<file path="src/verilog/sr_pkg.sv">
// slow serial-register shared definitions
// widths, frame layout and group parity for the ssr adapter
`default_nettype none

package sr_pkg;

  // parallel word and parity grouping
  localparam int SR_DATA_W      = 32;
  localparam int SR_GROUP_W     = 16;
  localparam int SR_PARITY_BITS = SR_DATA_W / SR_GROUP_W;
  localparam int SR_FRAME_W     = SR_DATA_W + SR_PARITY_BITS;

  // counter wide enough to reach the longest frame
  localparam int SR_CNT_W = $clog2(SR_FRAME_W + 1);

  typedef logic [SR_DATA_W-1:0]      sr_data_t;
  typedef logic [SR_PARITY_BITS-1:0] sr_parity_t;
  typedef logic [SR_CNT_W-1:0]       sr_cnt_t;

  // parity sits above data, so it leaves the shifter first
  typedef struct packed {
    sr_parity_t parity;
    sr_data_t   data;
  } sr_frame_t;

  // frame lengths in bit times, with and without parity
  localparam sr_cnt_t SR_LEN_PAR   = sr_cnt_t'(SR_FRAME_W);
  localparam sr_cnt_t SR_LEN_NOPAR = sr_cnt_t'(SR_DATA_W);

  // even parity per group, group 0 is the low half
  function automatic sr_parity_t sr_group_parity(input sr_data_t data);
    sr_parity_t par;
    par = '0;
    for (int i = 0; i < SR_PARITY_BITS; i++)
    begin
      par[i] = ^data[i*SR_GROUP_W +: SR_GROUP_W];
    end
    return par;
  endfunction

endpackage

`default_nettype wire

</file>
<file path="src/verilog/sr_adapter.sv">
// slow serial-register adapter top
// outbound load sequencer and serializer, inbound receiver and parity check
`timescale 1ns/1ps
`default_nettype none

module sr_adapter
  import sr_pkg::*;
(
  input  logic                      sr_clock_rx_osc_clk,
  input  logic                      sr_reset_rx_osc_clk_rst_n,
  input  logic                      r_sr_parity_en,
  input  logic                      osc_transfer_en,
  input  logic [SR_DATA_W-1:0]      tx_parallel_data,
  // die interface
  input  logic                      aib_fabric_ssr_data_in,
  input  logic                      aib_fabric_ssr_load_in,
  output logic                      aib_fabric_ssr_data_out,
  output logic                      aib_fabric_ssr_load_out,
  // fabric side
  output logic [SR_DATA_W-1:0]      rx_parallel_data,
  output logic                      ssr_update_load,
  output logic [SR_PARITY_BITS-1:0] sr_parity_error_flag
);

  sr_frame_t rx_frame;

  // outbound load pacing
  ssr_load_sm ssr_load_sm (
    .sr_clock_rx_osc_clk       (sr_clock_rx_osc_clk),
    .sr_reset_rx_osc_clk_rst_n (sr_reset_rx_osc_clk_rst_n),
    .r_sr_parity_en            (r_sr_parity_en),
    .osc_transfer_en           (osc_transfer_en),
    .sr_load                   (aib_fabric_ssr_load_out)
  );

  // outbound shifter toward the die
  ssr_serializer ssr_serializer (
    .sr_clock_rx_osc_clk       (sr_clock_rx_osc_clk),
    .sr_reset_rx_osc_clk_rst_n (sr_reset_rx_osc_clk_rst_n),
    .r_sr_parity_en            (r_sr_parity_en),
    .sr_load                   (aib_fabric_ssr_load_out),
    .sr_parallel_in            (tx_parallel_data),
    .sr_serial_out             (aib_fabric_ssr_data_out)
  );

  // inbound chain, raw load from the die
  ssr_receiver ssr_receiver (
    .sr_clock_rx_osc_clk       (sr_clock_rx_osc_clk),
    .sr_reset_rx_osc_clk_rst_n (sr_reset_rx_osc_clk_rst_n),
    .sr_serial_in              (aib_fabric_ssr_data_in),
    .sr_load                   (aib_fabric_ssr_load_in),
    .sr_update                 (ssr_update_load),
    .sr_frame                  (rx_frame)
  );

  ssr_parity_check ssr_parity_check (
    .sr_clock_rx_osc_clk       (sr_clock_rx_osc_clk),
    .sr_reset_rx_osc_clk_rst_n (sr_reset_rx_osc_clk_rst_n),
    .r_sr_parity_en            (r_sr_parity_en),
    .sr_update                 (ssr_update_load),
    .sr_frame                  (rx_frame),
    .sr_parity_error_flag      (sr_parity_error_flag)
  );

  assign rx_parallel_data = rx_frame.data;

endmodule

`default_nettype wire

</file>
<file path="src/verilog/ssr_load_sm.sv">
// ssr load sequencer
// paces one load strobe per frame period while transfers are enabled
`timescale 1ns/1ps
`default_nettype none

module ssr_load_sm
  import sr_pkg::*;
(
  input  logic sr_clock_rx_osc_clk,
  input  logic sr_reset_rx_osc_clk_rst_n,
  input  logic r_sr_parity_en,
  input  logic osc_transfer_en,
  output logic sr_load
);

  typedef enum logic {ST_IDLE, ST_RUN} state_t;

  state_t  state_q;
  sr_cnt_t bit_cnt_q;
  sr_cnt_t frame_len;
  logic    period_end;

  assign frame_len  = r_sr_parity_en ? SR_LEN_PAR : SR_LEN_NOPAR;
  // last cycle of the period, one past the frame bits
  assign period_end = (bit_cnt_q == frame_len);

  always_ff @(posedge sr_clock_rx_osc_clk)
  begin
    if (!sr_reset_rx_osc_clk_rst_n)
    begin
      state_q   <= ST_IDLE;
      bit_cnt_q <= '0;
      sr_load   <= 1'b0;
    end
    else
    begin
      case (state_q)
        ST_IDLE:
        begin
          bit_cnt_q <= '0;
          sr_load   <= osc_transfer_en;
          if (osc_transfer_en)
            state_q <= ST_RUN;
        end
        ST_RUN:
        begin
          if (period_end)
          begin
            bit_cnt_q <= '0;
            // frame done, reload only if still enabled
            sr_load   <= osc_transfer_en;
            if (!osc_transfer_en)
              state_q <= ST_IDLE;
          end
          else
          begin
            bit_cnt_q <= bit_cnt_q + 1'b1;
            sr_load   <= 1'b0;
          end
        end
        default:
        begin
          state_q <= ST_IDLE;
          sr_load <= 1'b0;
        end
      endcase
    end
  end

  // load is a single-cycle strobe
  a_load_one_cycle: assert property (
    @(posedge sr_clock_rx_osc_clk) disable iff (!sr_reset_rx_osc_clk_rst_n)
    sr_load |=> !sr_load
  );

endmodule

`default_nettype wire

</file>
<file path="src/verilog/ssr_parity_check.sv">
// ssr inbound parity checker
// flags per-group parity errors from the third accepted frame on
`timescale 1ns/1ps
`default_nettype none

module ssr_parity_check
  import sr_pkg::*;
(
  input  logic       sr_clock_rx_osc_clk,
  input  logic       sr_reset_rx_osc_clk_rst_n,
  input  logic       r_sr_parity_en,
  input  logic       sr_update,
  input  sr_frame_t  sr_frame,
  output sr_parity_t sr_parity_error_flag
);

  logic       qual_dly0_q;
  logic       qual_q;
  logic       chk_q;
  sr_parity_t calc_parity;

  // qualifiers open after two accepted frames
  always_ff @(posedge sr_clock_rx_osc_clk)
  begin
    if (!sr_reset_rx_osc_clk_rst_n)
    begin
      qual_dly0_q <= 1'b0;
      qual_q      <= 1'b0;
    end
    else
    begin
      if (!qual_dly0_q)
        qual_dly0_q <= sr_update;
      if (!qual_q)
        qual_q <= sr_update && qual_dly0_q;
    end
  end

  // check enable follows each update and holds with the frame register
  always_ff @(posedge sr_clock_rx_osc_clk)
  begin
    if (!sr_reset_rx_osc_clk_rst_n)
    begin
      chk_q <= 1'b0;
    end
    else
    begin
      if (!r_sr_parity_en)
        chk_q <= 1'b0;
      else if (sr_update)
        chk_q <= qual_q;
    end
  end

  // compare received parity against the captured word
  assign calc_parity          = sr_group_parity(sr_frame.data);
  assign sr_parity_error_flag = (sr_frame.parity ^ calc_parity)
                              & {SR_PARITY_BITS{chk_q}};

  a_no_flags_without_parity: assert property (
    @(posedge sr_clock_rx_osc_clk) disable iff (!sr_reset_rx_osc_clk_rst_n)
    !r_sr_parity_en |-> (sr_parity_error_flag == '0)
  );

endmodule

`default_nettype wire

</file>
<file path="src/verilog/ssr_receiver.sv">
// ssr inbound receiver
// drops the first load after reset and deserializes frames into words
`timescale 1ns/1ps
`default_nettype none

module ssr_receiver
  import sr_pkg::*;
(
  input  logic      sr_clock_rx_osc_clk,
  input  logic      sr_reset_rx_osc_clk_rst_n,
  input  logic      sr_serial_in,
  input  logic      sr_load,
  output logic      sr_update,
  output sr_frame_t sr_frame
);

  logic                  load_dly_q;
  logic                  arm_q;
  logic [SR_FRAME_W-1:0] shift_q;
  sr_frame_t             frame_q;

  // load qualification
  always_ff @(posedge sr_clock_rx_osc_clk)
  begin
    if (!sr_reset_rx_osc_clk_rst_n)
    begin
      load_dly_q <= 1'b0;
      arm_q      <= 1'b0;
    end
    else
    begin
      load_dly_q <= sr_load;
      // sticky once the first pulse has fallen
      if (!arm_q)
        arm_q <= load_dly_q && !sr_load;
    end
  end

  assign sr_update = arm_q & sr_load;

  // bits arrive in the cycles between loads
  always_ff @(posedge sr_clock_rx_osc_clk)
  begin
    if (!sr_load)
      shift_q <= {shift_q[SR_FRAME_W-2:0], sr_serial_in};
  end

  // holding register, new word from the cycle after the update
  always_ff @(posedge sr_clock_rx_osc_clk)
  begin
    if (!sr_reset_rx_osc_clk_rst_n)
    begin
      frame_q <= '0;
    end
    else
    begin
      if (sr_update)
        frame_q <= shift_q;
    end
  end

  assign sr_frame = frame_q;

  a_update_needs_load: assert property (
    @(posedge sr_clock_rx_osc_clk) disable iff (!sr_reset_rx_osc_clk_rst_n)
    sr_update |-> sr_load
  );

endmodule

`default_nettype wire

</file>
<file path="src/verilog/ssr_serializer.sv">
// ssr outbound serializer
// captures the word at load and shifts the frame out msb first
`timescale 1ns/1ps
`default_nettype none

module ssr_serializer
  import sr_pkg::*;
(
  input  logic     sr_clock_rx_osc_clk,
  input  logic     sr_reset_rx_osc_clk_rst_n,
  input  logic     r_sr_parity_en,
  input  logic     sr_load,
  input  sr_data_t sr_parallel_in,
  output logic     sr_serial_out
);

  sr_frame_t             par_frame;
  logic [SR_FRAME_W-1:0] frame_bits;
  logic [SR_FRAME_W-1:0] shift_q;
  logic                  load_seen_q;

  assign par_frame.parity = sr_group_parity(sr_parallel_in);
  assign par_frame.data   = sr_parallel_in;

  // without parity the word leads and zeros trail
  assign frame_bits = r_sr_parity_en ? par_frame
                                     : {sr_parallel_in, {SR_PARITY_BITS{1'b0}}};

  always_ff @(posedge sr_clock_rx_osc_clk)
  begin
    if (!sr_reset_rx_osc_clk_rst_n)
    begin
      shift_q     <= '0;
      load_seen_q <= 1'b0;
    end
    else
    begin
      if (sr_load)
        shift_q <= frame_bits;
      else
        shift_q <= {shift_q[SR_FRAME_W-2:0], 1'b0};
      if (sr_load)
        load_seen_q <= 1'b1;
    end
  end

  // zeros fill in behind the frame, so the line idles low
  assign sr_serial_out = shift_q[SR_FRAME_W-1];

  // quiet line until the sequencer issues its first load
  a_quiet_before_load: assert property (
    @(posedge sr_clock_rx_osc_clk) disable iff (!sr_reset_rx_osc_clk_rst_n)
    !load_seen_q |-> !sr_serial_out
  );

endmodule

`default_nettype wire
</file>
<file path="config.mk">
export PLATFORM = sky130hd
export DESIGN_NAME = sr_adapter
export DESIGN_NICKNAME = d
export VERILOG_FILES = /design/src/verilog/sr_pkg.sv /design/src/verilog/sr_adapter.sv /design/src/verilog/ssr_load_sm.sv /design/src/verilog/ssr_parity_check.sv /design/src/verilog/ssr_receiver.sv /design/src/verilog/ssr_serializer.sv
export SDC_FILE = /design/constraint.sdc
export NUM_CORES = 1
export LEC_CHECK = 0
export BUFFER_PORTS_ARGS = -buffer_cell sky130_fd_sc_hd__buf_2
export CAP_MARGIN = 0
export CORE_ASPECT_RATIO = 1.1
export CORE_MARGIN = 4
export CORE_UTILIZATION = 50
export CTS_CLUSTER_DIAMETER = 50
export DETAILED_ROUTE_END_ITERATION = 6
export GPL_ROUTABILITY_DRIVEN = 0
export PLACE_DENSITY = 0.79
export SETUP_SLACK_MARGIN = 0.2
export SLEW_MARGIN = 15
export SYNTH_ARGS = -nofsm -noshare
export SYNTH_HDL_FRONTEND = slang
export SYNTH_HIERARCHICAL = 1
export SYNTH_SLANG_ARGS = --single-unit
</file>
<file path="constraint.sdc">
create_clock -name sr_clock_rx_osc_clk -period 1.6 [get_ports sr_clock_rx_osc_clk]
set_input_delay 0.16 -clock sr_clock_rx_osc_clk [delete_from_list [all_inputs] [get_ports sr_clock_rx_osc_clk]]
set_output_delay 0.16 -clock sr_clock_rx_osc_clk [all_outputs]
set_load 0.02 [all_outputs]
</file>
* After elaboration in Yosys (flattened, before gate mapping)
Index checks and enable logic that the tools add are counted.
** Cells by class
- $add $sub $neg :: 1
- $mul :: 0
- Div/mod/pow operators :: 0
- Magnitude comparators :: 0
- Eq/ne operators :: 1
- Shifts and indexed selects :: 0
- Muxes and demuxes :: 13
- Bitwise gates (word level) :: 4
- Reduce and logical (&&, ||, !) cells :: 9
** Operators with widths (number)
- 34-bit 2-to-1 mux :: 2
- 16-bit parity :: 4
- 6-bit case mux with 2 select lines :: 1
- 6-bit by 1-bit adder with 6-bit output, second input constant :: 1
- 6-bit equality test :: 1
- 1-bit 2-to-1 mux :: 6
- 6-bit 2-to-1 mux :: 1
- 1-bit case mux with 2 select lines :: 2
- 3-bit AND reduction :: 1
- 2-bit bitwise AND :: 1
- 1-bit logical AND :: 2
- 2-bit 2-to-1 mux :: 1
- 2-bit AND reduction :: 1
- 2-bit XOR :: 1
- 1-bit bitwise AND :: 1
- 1-bit logical NOT :: 1
- 1-bit inverter :: 1
** Storage, ports and cells
- Register bits after elaboration :: 115
- Bits in latches :: 0
- Memory bits (writable) :: 0
- ROM bits :: 0
- Bits of input ports :: 38
- Output and inout port bits :: 37
- Logic and storage cells :: 41
- Memories kept :: 0

* Depth between registers and ports, before layout
Gate-level depths: netlist of the first run.
- Depth after elaboration :: 4
- Gate-level depth with buffers :: 6
- Mapped depth without buffers :: 5

* Hierarchy
The synthesis of the first run kept the hierarchy.
** Modules (own cells, without submodules)
- ssr_receiver :: instances 1, cells each 197, area an instance 2516.2 sq um
- ssr_serializer :: instances 1, cells each 180, area an instance 1796.7 sq um
- ssr_parity_check :: instances 1, cells each 42, area an instance 437.9 sq um
- ssr_load_sm :: instances 1, cells each 32, area an instance 314.1 sq um

* Worst setup path before layout of the first run
Ideal clock, no wire load.
- Path kind :: reg-to-output
- From :: register ssr_receiver.frame_q, in the netlist ssr_receiver/sr_frame[8]
- To :: output port sr_parity_error_flag[0]
- Arrival time :: 1.582 ns
- Data required time :: 1.440 ns
- Slack :: -0.142 ns
- Cell stages (with the launch flop) :: 5
- Path buffers :: 0
- Cells stage by stage :: dfxtp_1 -> xnor2_1 -> xnor3_1 -> or2_1 -> mux2i_1
** On the way
- Cells in the longest elaborated chain, start to end :: 3
** RTL lines
- from (decl) :: RTL line ssr_receiver.sv:20 : sr_frame_t frame_q;
- from (signal assigned) :: RTL line ssr_receiver.sv:58 : frame_q <= shift_q;
- 16-bit parity :: RTL line sr_pkg.sv:36 : par[i] = ^data[i*SR_GROUP_W +: SR_GROUP_W];
- 2-bit XOR :: RTL line ssr_parity_check.sv:57 : assign sr_parity_error_flag = (sr_frame.parity ^ calc_parity)
- 2-bit bitwise AND :: RTL line ssr_parity_check.sv:58 : & {SR_PARITY_BITS{chk_q}};
- to (decl) :: RTL line sr_adapter.sv:22 : output logic [SR_PARITY_BITS-1:0] sr_parity_error_flag
Every way passes these cells.

* Final worst setup path of the first run
- From :: register ssr_receiver.frame_q, in the netlist ssr_receiver/sr_frame[0]
- To :: output port sr_parity_error_flag[0]
Same word-level chain as after synthesis.

==> results.ini, run 1 <==
[status]
status = finished with violations
violations = negative setup slack

[grt]
grt_first_pass_wirelength_mm = 17.6
grt_overflow = 0
grt_pass1_vias = 3643
grt_max_degree = 111
grt_usage = 0.186
antenna_found_initial = 0

[route]
wire_per_inst_um = 15.5
drtIter0Drc = 181
vias = 3623
post-route-drc-count = 0
via_per_inst = 5.39
dr.pass1.iters = 4
postRouteAntennaNets = 0
routed_wl_mm = 10.4

[cts]
numCtsBuffers = 17
insertion_delay_ns = 0.51
root_buffer = clkbuf_8
clkTransAtPathRegs_ns = 0.06
cts_tree = yes
clk_path_buf_depth = 2
htreeDepth = 4
clkSinkCount = 115

[cells_and_area]
drive_gt1_frac = 0.379
multiInputGateArea_sq_um = 2320
final_area_sq_um = 6420
seqCellArea_sq_um = 2700
final_nets = 578
syn2layout_area_growth_pct = 26.7
diodes = 0
fillers = 757
finalNonFillerCells = 672

[yosys]
synth_top_family_by_area = compound AO/OA/AOI/OAI gates
synth-simple-area-share = 0.121
synth-compound-area-share = 0.134
async_flop_share = 0
synth_nets = 490
synth_cell_types = 34
ys.flop_type = dfxtp_1
synthesis.area_sq_um = 5060
yosysWarnings = 6
syn_avg_cell_area_sq_um = 11.2
synthAdderAreaFrac = 0.00247
synth_edf_count = 34
synthXorXnorAreaFrac = 0.118
syn_inst = 451
ys_ff_latch = 115
synthMuxAreaShare = 0.0652
yosysSeqAreaShare = 0.522

[timing]
relSlewSlack = 0.533
fmax_mhz = 462
clock_skew_ns = 0.00640
post-route-min-period_ns = 2.17
setup_viol = 2
final_max_slew_viol_count = 0
worst_pin_slew_ns = 0.700
hold_violations = 0
rsz0062_at_grt = yes
period_share = 1.35
timing.final.ws_setup_ns = -0.565

[critical_path]
cp-start-kind = flop
crit_type = reg2out
end_kind = primary output
crit_arrival_ns = 2.01
critical_path_required_ns = 1.44
cp_max_fo = 2

[die]
core_area_sq_um = 9890
rows = 38
dieHeight_um = 114
die_w_um = 104
die_area_sq_um = 11800
ios = 75
start_util = 0.512

[place]
hpwlAfterDp_mm = 6.56
port_buffers = 74
placed_cells = 630
dpl_cell_area_sq_um = 5690

[pwr]
vdd_drop_max_uv = 750
power_density_nw_per_um2 = 1200
cellLeakagePower_nw = 2.80

[job]
cap_viol_max_count = 0

[min_path]
hold_class = in2reg

-- through the flow --
| stage | worst slack, ns | TNS (ns) | hold slack (ns) | power (mW) | utilization |
|---|---|---|---|---|---|
| floorplan | 0.0855 | 0 | 0.259 | 3.79 | - |
| global placement | -0.0300 | -0.0321 | 0.345 | 3.97 | 0.575 |
| detailed placement | -0.0490 | -0.0811 | 0.339 | 4.00 | 0.575 |
| CTS | -0.592 | -1.16 | 0.0128 | 7.74 | 0.648 |
| global route | -0.630 | -1.24 | 0.0344 | 7.97 | 0.649 |
| finish | -0.565 | -1.07 | 0.0378 | 7.67 | 0.649 |
-- final cells by class --
class,instances,share of cell area
timing repair buffer,103,0.0991
clock buffer,18,0.0667
tap,120,0.0234
inverter,3,0.00234
sequential,115,0.421
clock inverter,14,0.0252
multi-input combinational,299,0.362
-- metal layers --
layer  part of all wire  vias up  track usage
met1               0.43     1747        0.228
met2               0.51       81        0.312
met5                  0        -            0
met4             0.0082        0       0.0638
met3              0.049        7       0.0606
li1                   -     1788            -
-- worst paths after layout --
check,depth (start not counted),slack [ns],endpoint,start
worst min register to register,0,0.45,ssr_receiver/shift_q[11]$_DFFE_PN_,ssr_receiver/shift_q[10]$_DFFE_PN_
worst max register to register,3,0.24,ssr_load_sm/bit_cnt_q[0]$_SDFF_PP0_,ssr_load_sm/bit_cnt_q[3]$_SDFF_PP0_
worst max-delay path,5,-0.57,sr_parity_error_flag[0],ssr_receiver/sr_frame[0]$_SDFFE_PN0P_
worst min-delay path,4,0.04,ssr_serializer/shift_q[14]$_SDFF_PN0_,tx_parallel_data[12]
-- cells in the mapped netlist, types with 3 or more instances --
cell,n,area [sq um]
xor2_1,9,78.8
nand4_1,34,213
o21ai_2,29,254
xnor3_1,4,90.1
nand2_1,70,263
clkbuf_1,15,56.3
nand2b_1,4,25.0
edfxtp_1,34,1020
mux2i_1,33,330
xnor2_1,45,394
a21oi_1,3,15.0
nor2_1,5,18.8
o211a_1,30,300
dfxtp_1,81,1620
o21ai_0,8,40.0
inv_1,3,11.3
buf_2,12,60.1
buf_6,5,56.3
or3_1,3,18.8
nand3_1,3,15.0
-- registers in the layout (all words and copies together) (netlist names) --
| register | cells |
|---|---|
| ssr_receiver/shift_q | 34 |
| ssr_load_sm/bit_cnt_q | 6 |
| ssr_receiver/arm_q | 1 |
| ssr_receiver/sr_frame | 34 |
| ssr_load_sm/state_q | 1 |
| ssr_parity_check/qual_dly0_q | 1 |
| ssr_load_sm/sr_load | 1 |
| ssr_serializer/shift_q | 34 |
| ssr_parity_check/qual_q | 1 |
| ssr_parity_check/chk_q | 1 |
| ssr_receiver/load_dly_q | 1 |
-- cells by family (layout without fill, tap and decap cells) --
logic type | count (synthesis) | after routing
buffers and inverters | 37 | 138
DFF | 115 | 115
and+or+nand+nor | 127 | 127
adders and majority gates | 1 | 1
muxes | 33 | 33
AOI/OAI and AO/OA | 78 | 78
xor gates and xnor gates | 60 | 60
-- where the power goes --
group          total [mW]  internal (mW)  leakage (nW)  switching, mW
logic               0.754          0.362          1.50          0.392
clock network        3.70           2.40         0.290           1.30
registers            3.21           3.14          1.01         0.0737
-- placed cells by master, fill, tap and decap left out, drive strengths merged, types with 4 or more instances in the layout --
cell type and instances:
buf 99, clkbuf 18, clkinv 8, dfxtp 81
dlygate4sd3 4, edfxtp 34, mux2i 33, nand2 70
nand2b 4, nand4 34, nor2 5, o211a 30
o21ai 37, xnor2 47, xnor3 4, xor2 9
-- critical path: stages (launching register included) --
cell	delay (ns)
dfxtp_2	0.33
xnor2_2	0.17
xnor3_1	0.45
or2_1	0.27
mux2i_4	0.14
buf_6	0.13
-- timing repair --
| action | CTS | global route |
|---|---|---|
| pin swaps | 8 | 5 |
| buffers inserted | 6 | 0 |
| resized for setup | 13 | 2 |
| setup endpoints to repair | 11 | 3 |
| endpoints found under the hold margin | 5 | 0 |
| hold buffers | 4 | 0 |
Power figures use the tool's default switching activity.
==> run 2, diff against run 1 <==
--- a/config.mk
+++ b/config.mk
@@ -5,6 +5,7 @@
 export SDC_FILE = /design/constraint.sdc
 export NUM_CORES = 1
 export LEC_CHECK = 0
+export ABC_AREA = 1
 export BUFFER_PORTS_ARGS = -buffer_cell sky130_fd_sc_hd__buf_2
 export CAP_MARGIN = 0
 export CORE_ASPECT_RATIO = 1.1
@@ -13,9 +14,8 @@
 export CTS_CLUSTER_DIAMETER = 50
 export DETAILED_ROUTE_END_ITERATION = 6
 export GPL_ROUTABILITY_DRIVEN = 0
-export PLACE_DENSITY = 0.79
+export PLACE_DENSITY = 0.78
 export SETUP_SLACK_MARGIN = 0.2
-export SLEW_MARGIN = 15
 export SYNTH_ARGS = -nofsm -noshare
 export SYNTH_HDL_FRONTEND = slang
 export SYNTH_HIERARCHICAL = 1
==> run 2 against run 1 <==
Effect of this change: the run still ends with negative setup slack left; final cell count up 65%; non-clock buffer count down 9; worst setup slack better by 0.34 ns; hold slack better by 0.030 ns; combinational power up 21%; utilization down 2.5 points; largest cell class unchanged; largest power group unchanged.
==> results.ini, run 2 <==
[status]
status = finished with violations
violations = negative setup slack

[route]
vias = 5183
routed_wl_mm = 12.0
postRouteAntennaNets = 0
dr.pass1.iters = 4
via_per_inst = 4.67
post-route-drc-count = 0
drtIter0Drc = 331
wire_per_inst_um = 10.8

[critical_path]
max_stage_delay_ns = 0.35
path_common_cell = nand2_1
end_kind = primary output
critical_path_required_ns = 1.44
critPathBufInv = 3
cp-start-kind = flop
slowest_stage = dfxtp_4
crit_type = reg2out
crit_arrival_ns = 1.66
path_cells = inv_2, nand2_1, nand2_1, nand2_1, nand2_1, inv_1, nand2_1, nand2_1, nand3_1, nand2_1, nor2_2, buf_6
cp_max_fo = 4
path_delay_family = simple AND/OR/NAND/NOR gates

[pwr]
finalPower_mw = 7.85
cellLeakagePower_nw = 3.85
power_density_nw_per_um2 = 1100
vdd_drop_max_uv = 661

[yosys]
synth_most_common_cell = nand2_1
yosysWarnings = 6
synth_nets = 901
synth_cell_types = 25
synthesis.area_sq_um = 5850
synth_edf_count = 34
netlist.top_cell.by_area = dfxtp_1
ys_ff_latch = 115
synth_top_area_share = 0.277
syn_avg_cell_area_sq_um = 6.79
ys.flop_type = dfxtp_1
yosysSeqAreaShare = 0.452
syn_inst = 862
ys_top_cells_by_count = nand2_1, inv_1, nor2_1
async_flop_share = 0
synthTopCellsByArea = dfxtp_1, nand2_1, edfxtp_1

[cells_and_area]
drive_gt1_frac = 0.211
final_area_sq_um = 7130
finalNonFillerCells = 1109
layout_commonest_cell = nand2_1
layout_common_cells = nand2_1, inv_1, nor2_1
fillers = 999
multiInputGateArea_sq_um = 2480
final_nets = 986
seqCellArea_sq_um = 2700
syn2layout_area_growth_pct = 21.9
diodes = 0

[place]
hpwlAfterDp_mm = 8.28
placed_cells = 1070
port_buffers = 74
dpl_cell_area_sq_um = 6370

[timing]
setup_tns_ns = -0.373
hold_violations = 0
post-route-min-period_ns = 1.82
hold_ws_ns = 0.0674
clock_skew_ns = 0.00722
setup_viol = 2
fmax_mhz = 548
worst_pin_slew_ns = 0.505
relSlewSlack = 0.664
period_share = 1.14
final_max_slew_viol_count = 0
timing.final.ws_setup_ns = -0.224
rsz0062_at_grt = yes

[die]
die_w_um = 111
die_area_sq_um = 13500
core_area_sq_um = 11400
rows = 41
start_util = 0.511
dieHeight_um = 121
ios = 75

[cts]
clk_path_buf_depth = 2
root_buffer = clkbuf_16
clkTransAtPathRegs_ns = 0.06
insertion_delay_ns = 0.40
cts_tree = yes
numCtsBuffers = 17
htreeDepth = 4
clkSinkCount = 115

[grt]
grt_usage = 0.185
grt_max_degree = 39
antenna_found_initial = 0
grt_overflow = 0
grt_first_pass_wirelength_mm = 20.5
grt_pass1_vias = 4789

[job]
cap_viol_max_count = 0

[min_path]
hold_class = in2reg

## run 2: cell count changes after synthesis, moves of 29 or more
cell / previous run / this run
nand4_1: 34 / 0
o21ai_2: 29 / 0
inv_1: 3 / 157
o211ai_1: 0 / 34
nand2_1: 70 / 312
mux2i_1: 33 / 0
xnor2_1: 45 / 6
o211a_1: 30 / 0
a21oi_1: 3 / 37
nor2_1: 5 / 102
## run 2: tightest hold or removal path, stage by stage
cell,delay (ns)
buf_2,0.12
inv_1,0.09
nor4_1,0.05
## run 2: metrics by stage
step / setup slack, ns / util
CTS: -0.213 / 0.618
global route: -0.361 / 0.623
finish: -0.224 / 0.623
detailed placement: 0.163 / 0.557
floorplan: 0.202 / -
global placement: 0.182 / 0.557
## run 2: logic make-up after synthesis
| logic type | share of synthesized area |
|---|---|
| simple gates | 0.302 |
| buf+inv | 0.132 |
| compound gates | 0.0999 |
| fa+ha+maj | 0.00214 |
| flops | 0.452 |
| xor+xnor | 0.0120 |
## run 2: cell type report
cell class                      instances  share of cell area
Sequential cell                       115               0.378
Multi-Input combinational cell        558               0.348
Inverter                              161              0.0848
Timing Repair Buffer                   94              0.0811
Clock buffer                           24              0.0662
Tap cell                              150              0.0263
Clock inverter                          7              0.0151
## run 2: metal layers
layer / global-route usage / wire, um / part of all wire / vias up
met4: 0.0760 / 204 / 0.017 / 0
met3: 0.0529 / 670 / 0.056 / 18
met1: 0.222 / 5420 / 0.45 / 2272
met5: 0 / 0 / 0 / -
li1: - / - / - / 2782
met2: 0.311 / 5680 / 0.47 / 111
## run 2: final timing paths
path	startpoint	endpoint	slack (ns)	depth (start not counted)
worst max-delay path	ssr_receiver/sr_frame[28]$_SDFFE_PN0P_	sr_parity_error_flag[1]	-0.22	12
worst max register to register	ssr_load_sm/sr_load$_SDFF_PN0_	ssr_serializer/shift_q[31]$_SDFF_PN0_	0.46	6
worst min register to register	ssr_load_sm/state_q$_SDFF_PN0_	ssr_load_sm/sr_load$_SDFF_PN0_	0.44	1
worst min-delay path	tx_parallel_data[0]	ssr_serializer/shift_q[0]$_SDFF_PN0_	0.07	3
## run 2: power by group
part	internal, mW	leakage [nW]	switching (mW)
combinational	0.335	2.56	0.575
clock	2.50	0.283	1.19
sequential	3.16	1.01	0.0878
total	6.00	3.85	1.85
## run 2: timing repair
action	in CTS	in global routing
hold endpoints to repair	3	0
hold buffers	3	0
buffers inserted	3	2
pin swaps	8	10
endpoints found under the setup margin	2	3
resized for setup	40	29
==> run 3, diff against run 2 <==
--- a/config.mk
+++ b/config.mk
@@ -14,8 +14,9 @@
 export CTS_CLUSTER_DIAMETER = 50
 export DETAILED_ROUTE_END_ITERATION = 6
 export GPL_ROUTABILITY_DRIVEN = 0
-export PLACE_DENSITY = 0.78
+export PLACE_DENSITY = 0.75
 export SETUP_SLACK_MARGIN = 0.2
+export SKIP_LAST_GASP = 1
 export SYNTH_ARGS = -nofsm -noshare
 export SYNTH_HDL_FRONTEND = slang
 export SYNTH_HIERARCHICAL = 1
==> constraint.sdc (replaced) <==
create_clock -name sr_clock_rx_osc_clk -period 2.1 [get_ports sr_clock_rx_osc_clk]
set_input_delay 0.21 -clock sr_clock_rx_osc_clk [delete_from_list [all_inputs] [get_ports sr_clock_rx_osc_clk]]
set_output_delay 0.21 -clock sr_clock_rx_osc_clk [all_outputs]
set_load 0.02 [all_outputs]
==> run 3 against run 2 <==
Effect of this change: the run now ends clean; flip-flop and latch count unchanged; clock skew decreased by 0.0012 ns; combinational power decreased by 24%; clock power decreased by 22%; utilization decreased by 0.16 points; register-to-register slack improved by 0.43 ns; via count decreased by 1.1%; power decreased by 23%; clock-buffer cell count increased by 3; critical path depth unchanged; worst setup slack improved by 0.44 ns; largest cell class unchanged.
==> results.ini, run 3 (synthesized netlist as in run 2, its figures left out) <==
[status]
status = finished, final reports clean

[cells_and_area]
fillers = 1038
drive_gt1_frac = 0.210
syn2layout_area_growth_pct = 21.6
seqCellArea_sq_um = 2700
multiInputGateArea_sq_um = 2520
layout_commonest_cell = nand2_1
final_nets = 980
diodes = 0
layout_common_cells = nand2_1, inv_1, nor2_1

[timing]
final_max_slew_viol_count = 0
hold_ws_ns = 0.0151
hold_violations = 0
setup_tns_ns = 0
fmax_mhz = 532
rsz0062_at_grt = yes
worst_pin_slew_ns = 0.453
period_share = 0.895
post-route-min-period_ns = 1.88
clock_skew_ns = 0.00599
timing.final.ws_setup_ns = 0.221
relSlewSlack = 0.698
setup_viol = 0

[die]
ios = 75
die_w_um = 111
rows = 41
core_area_sq_um = 11400
die_area_sq_um = 13500
dieHeight_um = 121
start_util = 0.511

[route]
via_per_inst = 4.64
post-route-drc-count = 0
vias = 5126
drtIter0Drc = 246
postRouteAntennaNets = 0
routed_wl_mm = 12.1
dr.pass1.iters = 7
wire_per_inst_um = 11.0

[cts]
clk_path_buf_depth = 2
htreeDepth = 4
insertion_delay_ns = 0.41
root_buffer = clkbuf_16
clkTransAtPathRegs_ns = 0.05
clkSinkCount = 115
cts_tree = yes
numCtsBuffers = 17

[grt]
use_met3 = 0.0623
grt_overflow = 0
met2_usage = 0.311
busiest_layer = met2
grt_max_degree = 53
grt_use_met1 = 0.220
antenna_found_initial = 0
grt_first_pass_wirelength_mm = 20.2
grt_pass1_vias = 4676
grt_usage = 0.185

[min_path]
hold_class = in2reg
hold_path.startpoint = osc_transfer_en
hold_depth = 3
whs_endpoint = ssr_load_sm/state_q$_SDFF_PN0_

[critical_path]
r2r-start = ssr_receiver/arm_q$_SDFF_PN0_
rrSetupSlack_ns = 0.89
critical_path_required_ns = 1.89
reg2reg_to = ssr_receiver/sr_frame[18]$_SDFFE_PN0P_
crit_type = reg2out
end_kind = primary output
crit_arrival_ns = 1.67
cp_max_fo = 5
reg2reg_depth = 5
cp-start-kind = flop

[pwr]
cellLeakagePower_nw = 3.84
power_density_nw_per_um2 = 850
vdd_drop_max_uv = 519

[job]
cap_viol_max_count = 0

[place]
port_buffers = 74
hpwlAfterDp_mm = 8.14
place_ws_ns = 0.570

## run 3: changes by cell type in the layout (fill, tap and decap cells not counted), sizes merged
cell,delta
dlygate4sd3,-2
clkinv,-2
buf,-4
clkbuf,+3
## run 3: area by class of cell
type,instances,share of cell area
timing repair buffer,88,0.0720
tap,150,0.0264
sequential,115,0.379
clock buffer,27,0.0693
inverter,161,0.0850
clock inverter,5,0.0141
multi-input combinational,558,0.354
## run 3: critical path: stages, from the launching register on
cell and delay [ns]:
dfxtp_4 0.36, inv_2 0.05, nand2_1 0.04, nand2_1 0.07
nand2_2 0.06, nand2_1 0.07, nand2_2 0.06, nand2_1 0.09
nand2_2 0.07, nand3_2 0.07, nand2_2 0.07, nor2_4 0.13
buf_6 0.12
## run 3: worst max path at each step
stage | start | endpoint | slack (ns) | cells past startpoint
after floorplan | ssr_receiver/sr_frame[0]$_SDFFE_PN0P_ | sr_parity_error_flag[0] | 0.56 | 10
after global placement | ssr_receiver/sr_frame[28]$_SDFFE_PN0P_ | sr_parity_error_flag[1] | 0.62 | 11
after detailed placement | ssr_receiver/sr_frame[22]$_SDFFE_PN0P_ | sr_parity_error_flag[1] | 0.57 | 11
after CTS | ssr_receiver/sr_frame[5]$_SDFFE_PN0P_ | sr_parity_error_flag[0] | 0.20 | 11
after global routing | ssr_receiver/sr_frame[5]$_SDFFE_PN0P_ | sr_parity_error_flag[0] | 0.12 | 11
final | ssr_receiver/sr_frame[16]$_SDFFE_PN0P_ | sr_parity_error_flag[1] | 0.22 | 12
## run 3: what timing repair did
action | CTS | global route
endpoints found under the setup margin | 2 | 2
setup buffers | 0 | 5
hold buffers | 1 | 0
pin swaps | 0 | 15
resized for setup | 12 | 65
endpoints found under the hold margin | 1 | 0
## run 3: routing by layer
metal,share of wire,vias to the layer above,wire [um]
li1,-,2768,-
met1,0.46,2252,5540
met2,0.48,92,5780
met3,0.055,14,668
met4,0.013,0,153
met5,0,-,0
## run 3: metrics by stage
step                std cells  power [mW]  instance area (sq um)  utilization
global route             1104        6.33                   7110        0.622
CTS                      1099        6.06                   6940        0.607
floorplan                 862        2.98                   5850            -
detailed placement       1066        3.17                   6320        0.553
finish                   1104        6.04                   7110        0.622
global placement         1066        3.15                   6320        0.553
## run 3: report_power, final
part,internal [mW],leakage [nW],switching (mW)
registers,2.41,1.01,0.0659
clock network,1.95,0.290,0.924
logic,0.249,2.54,0.444
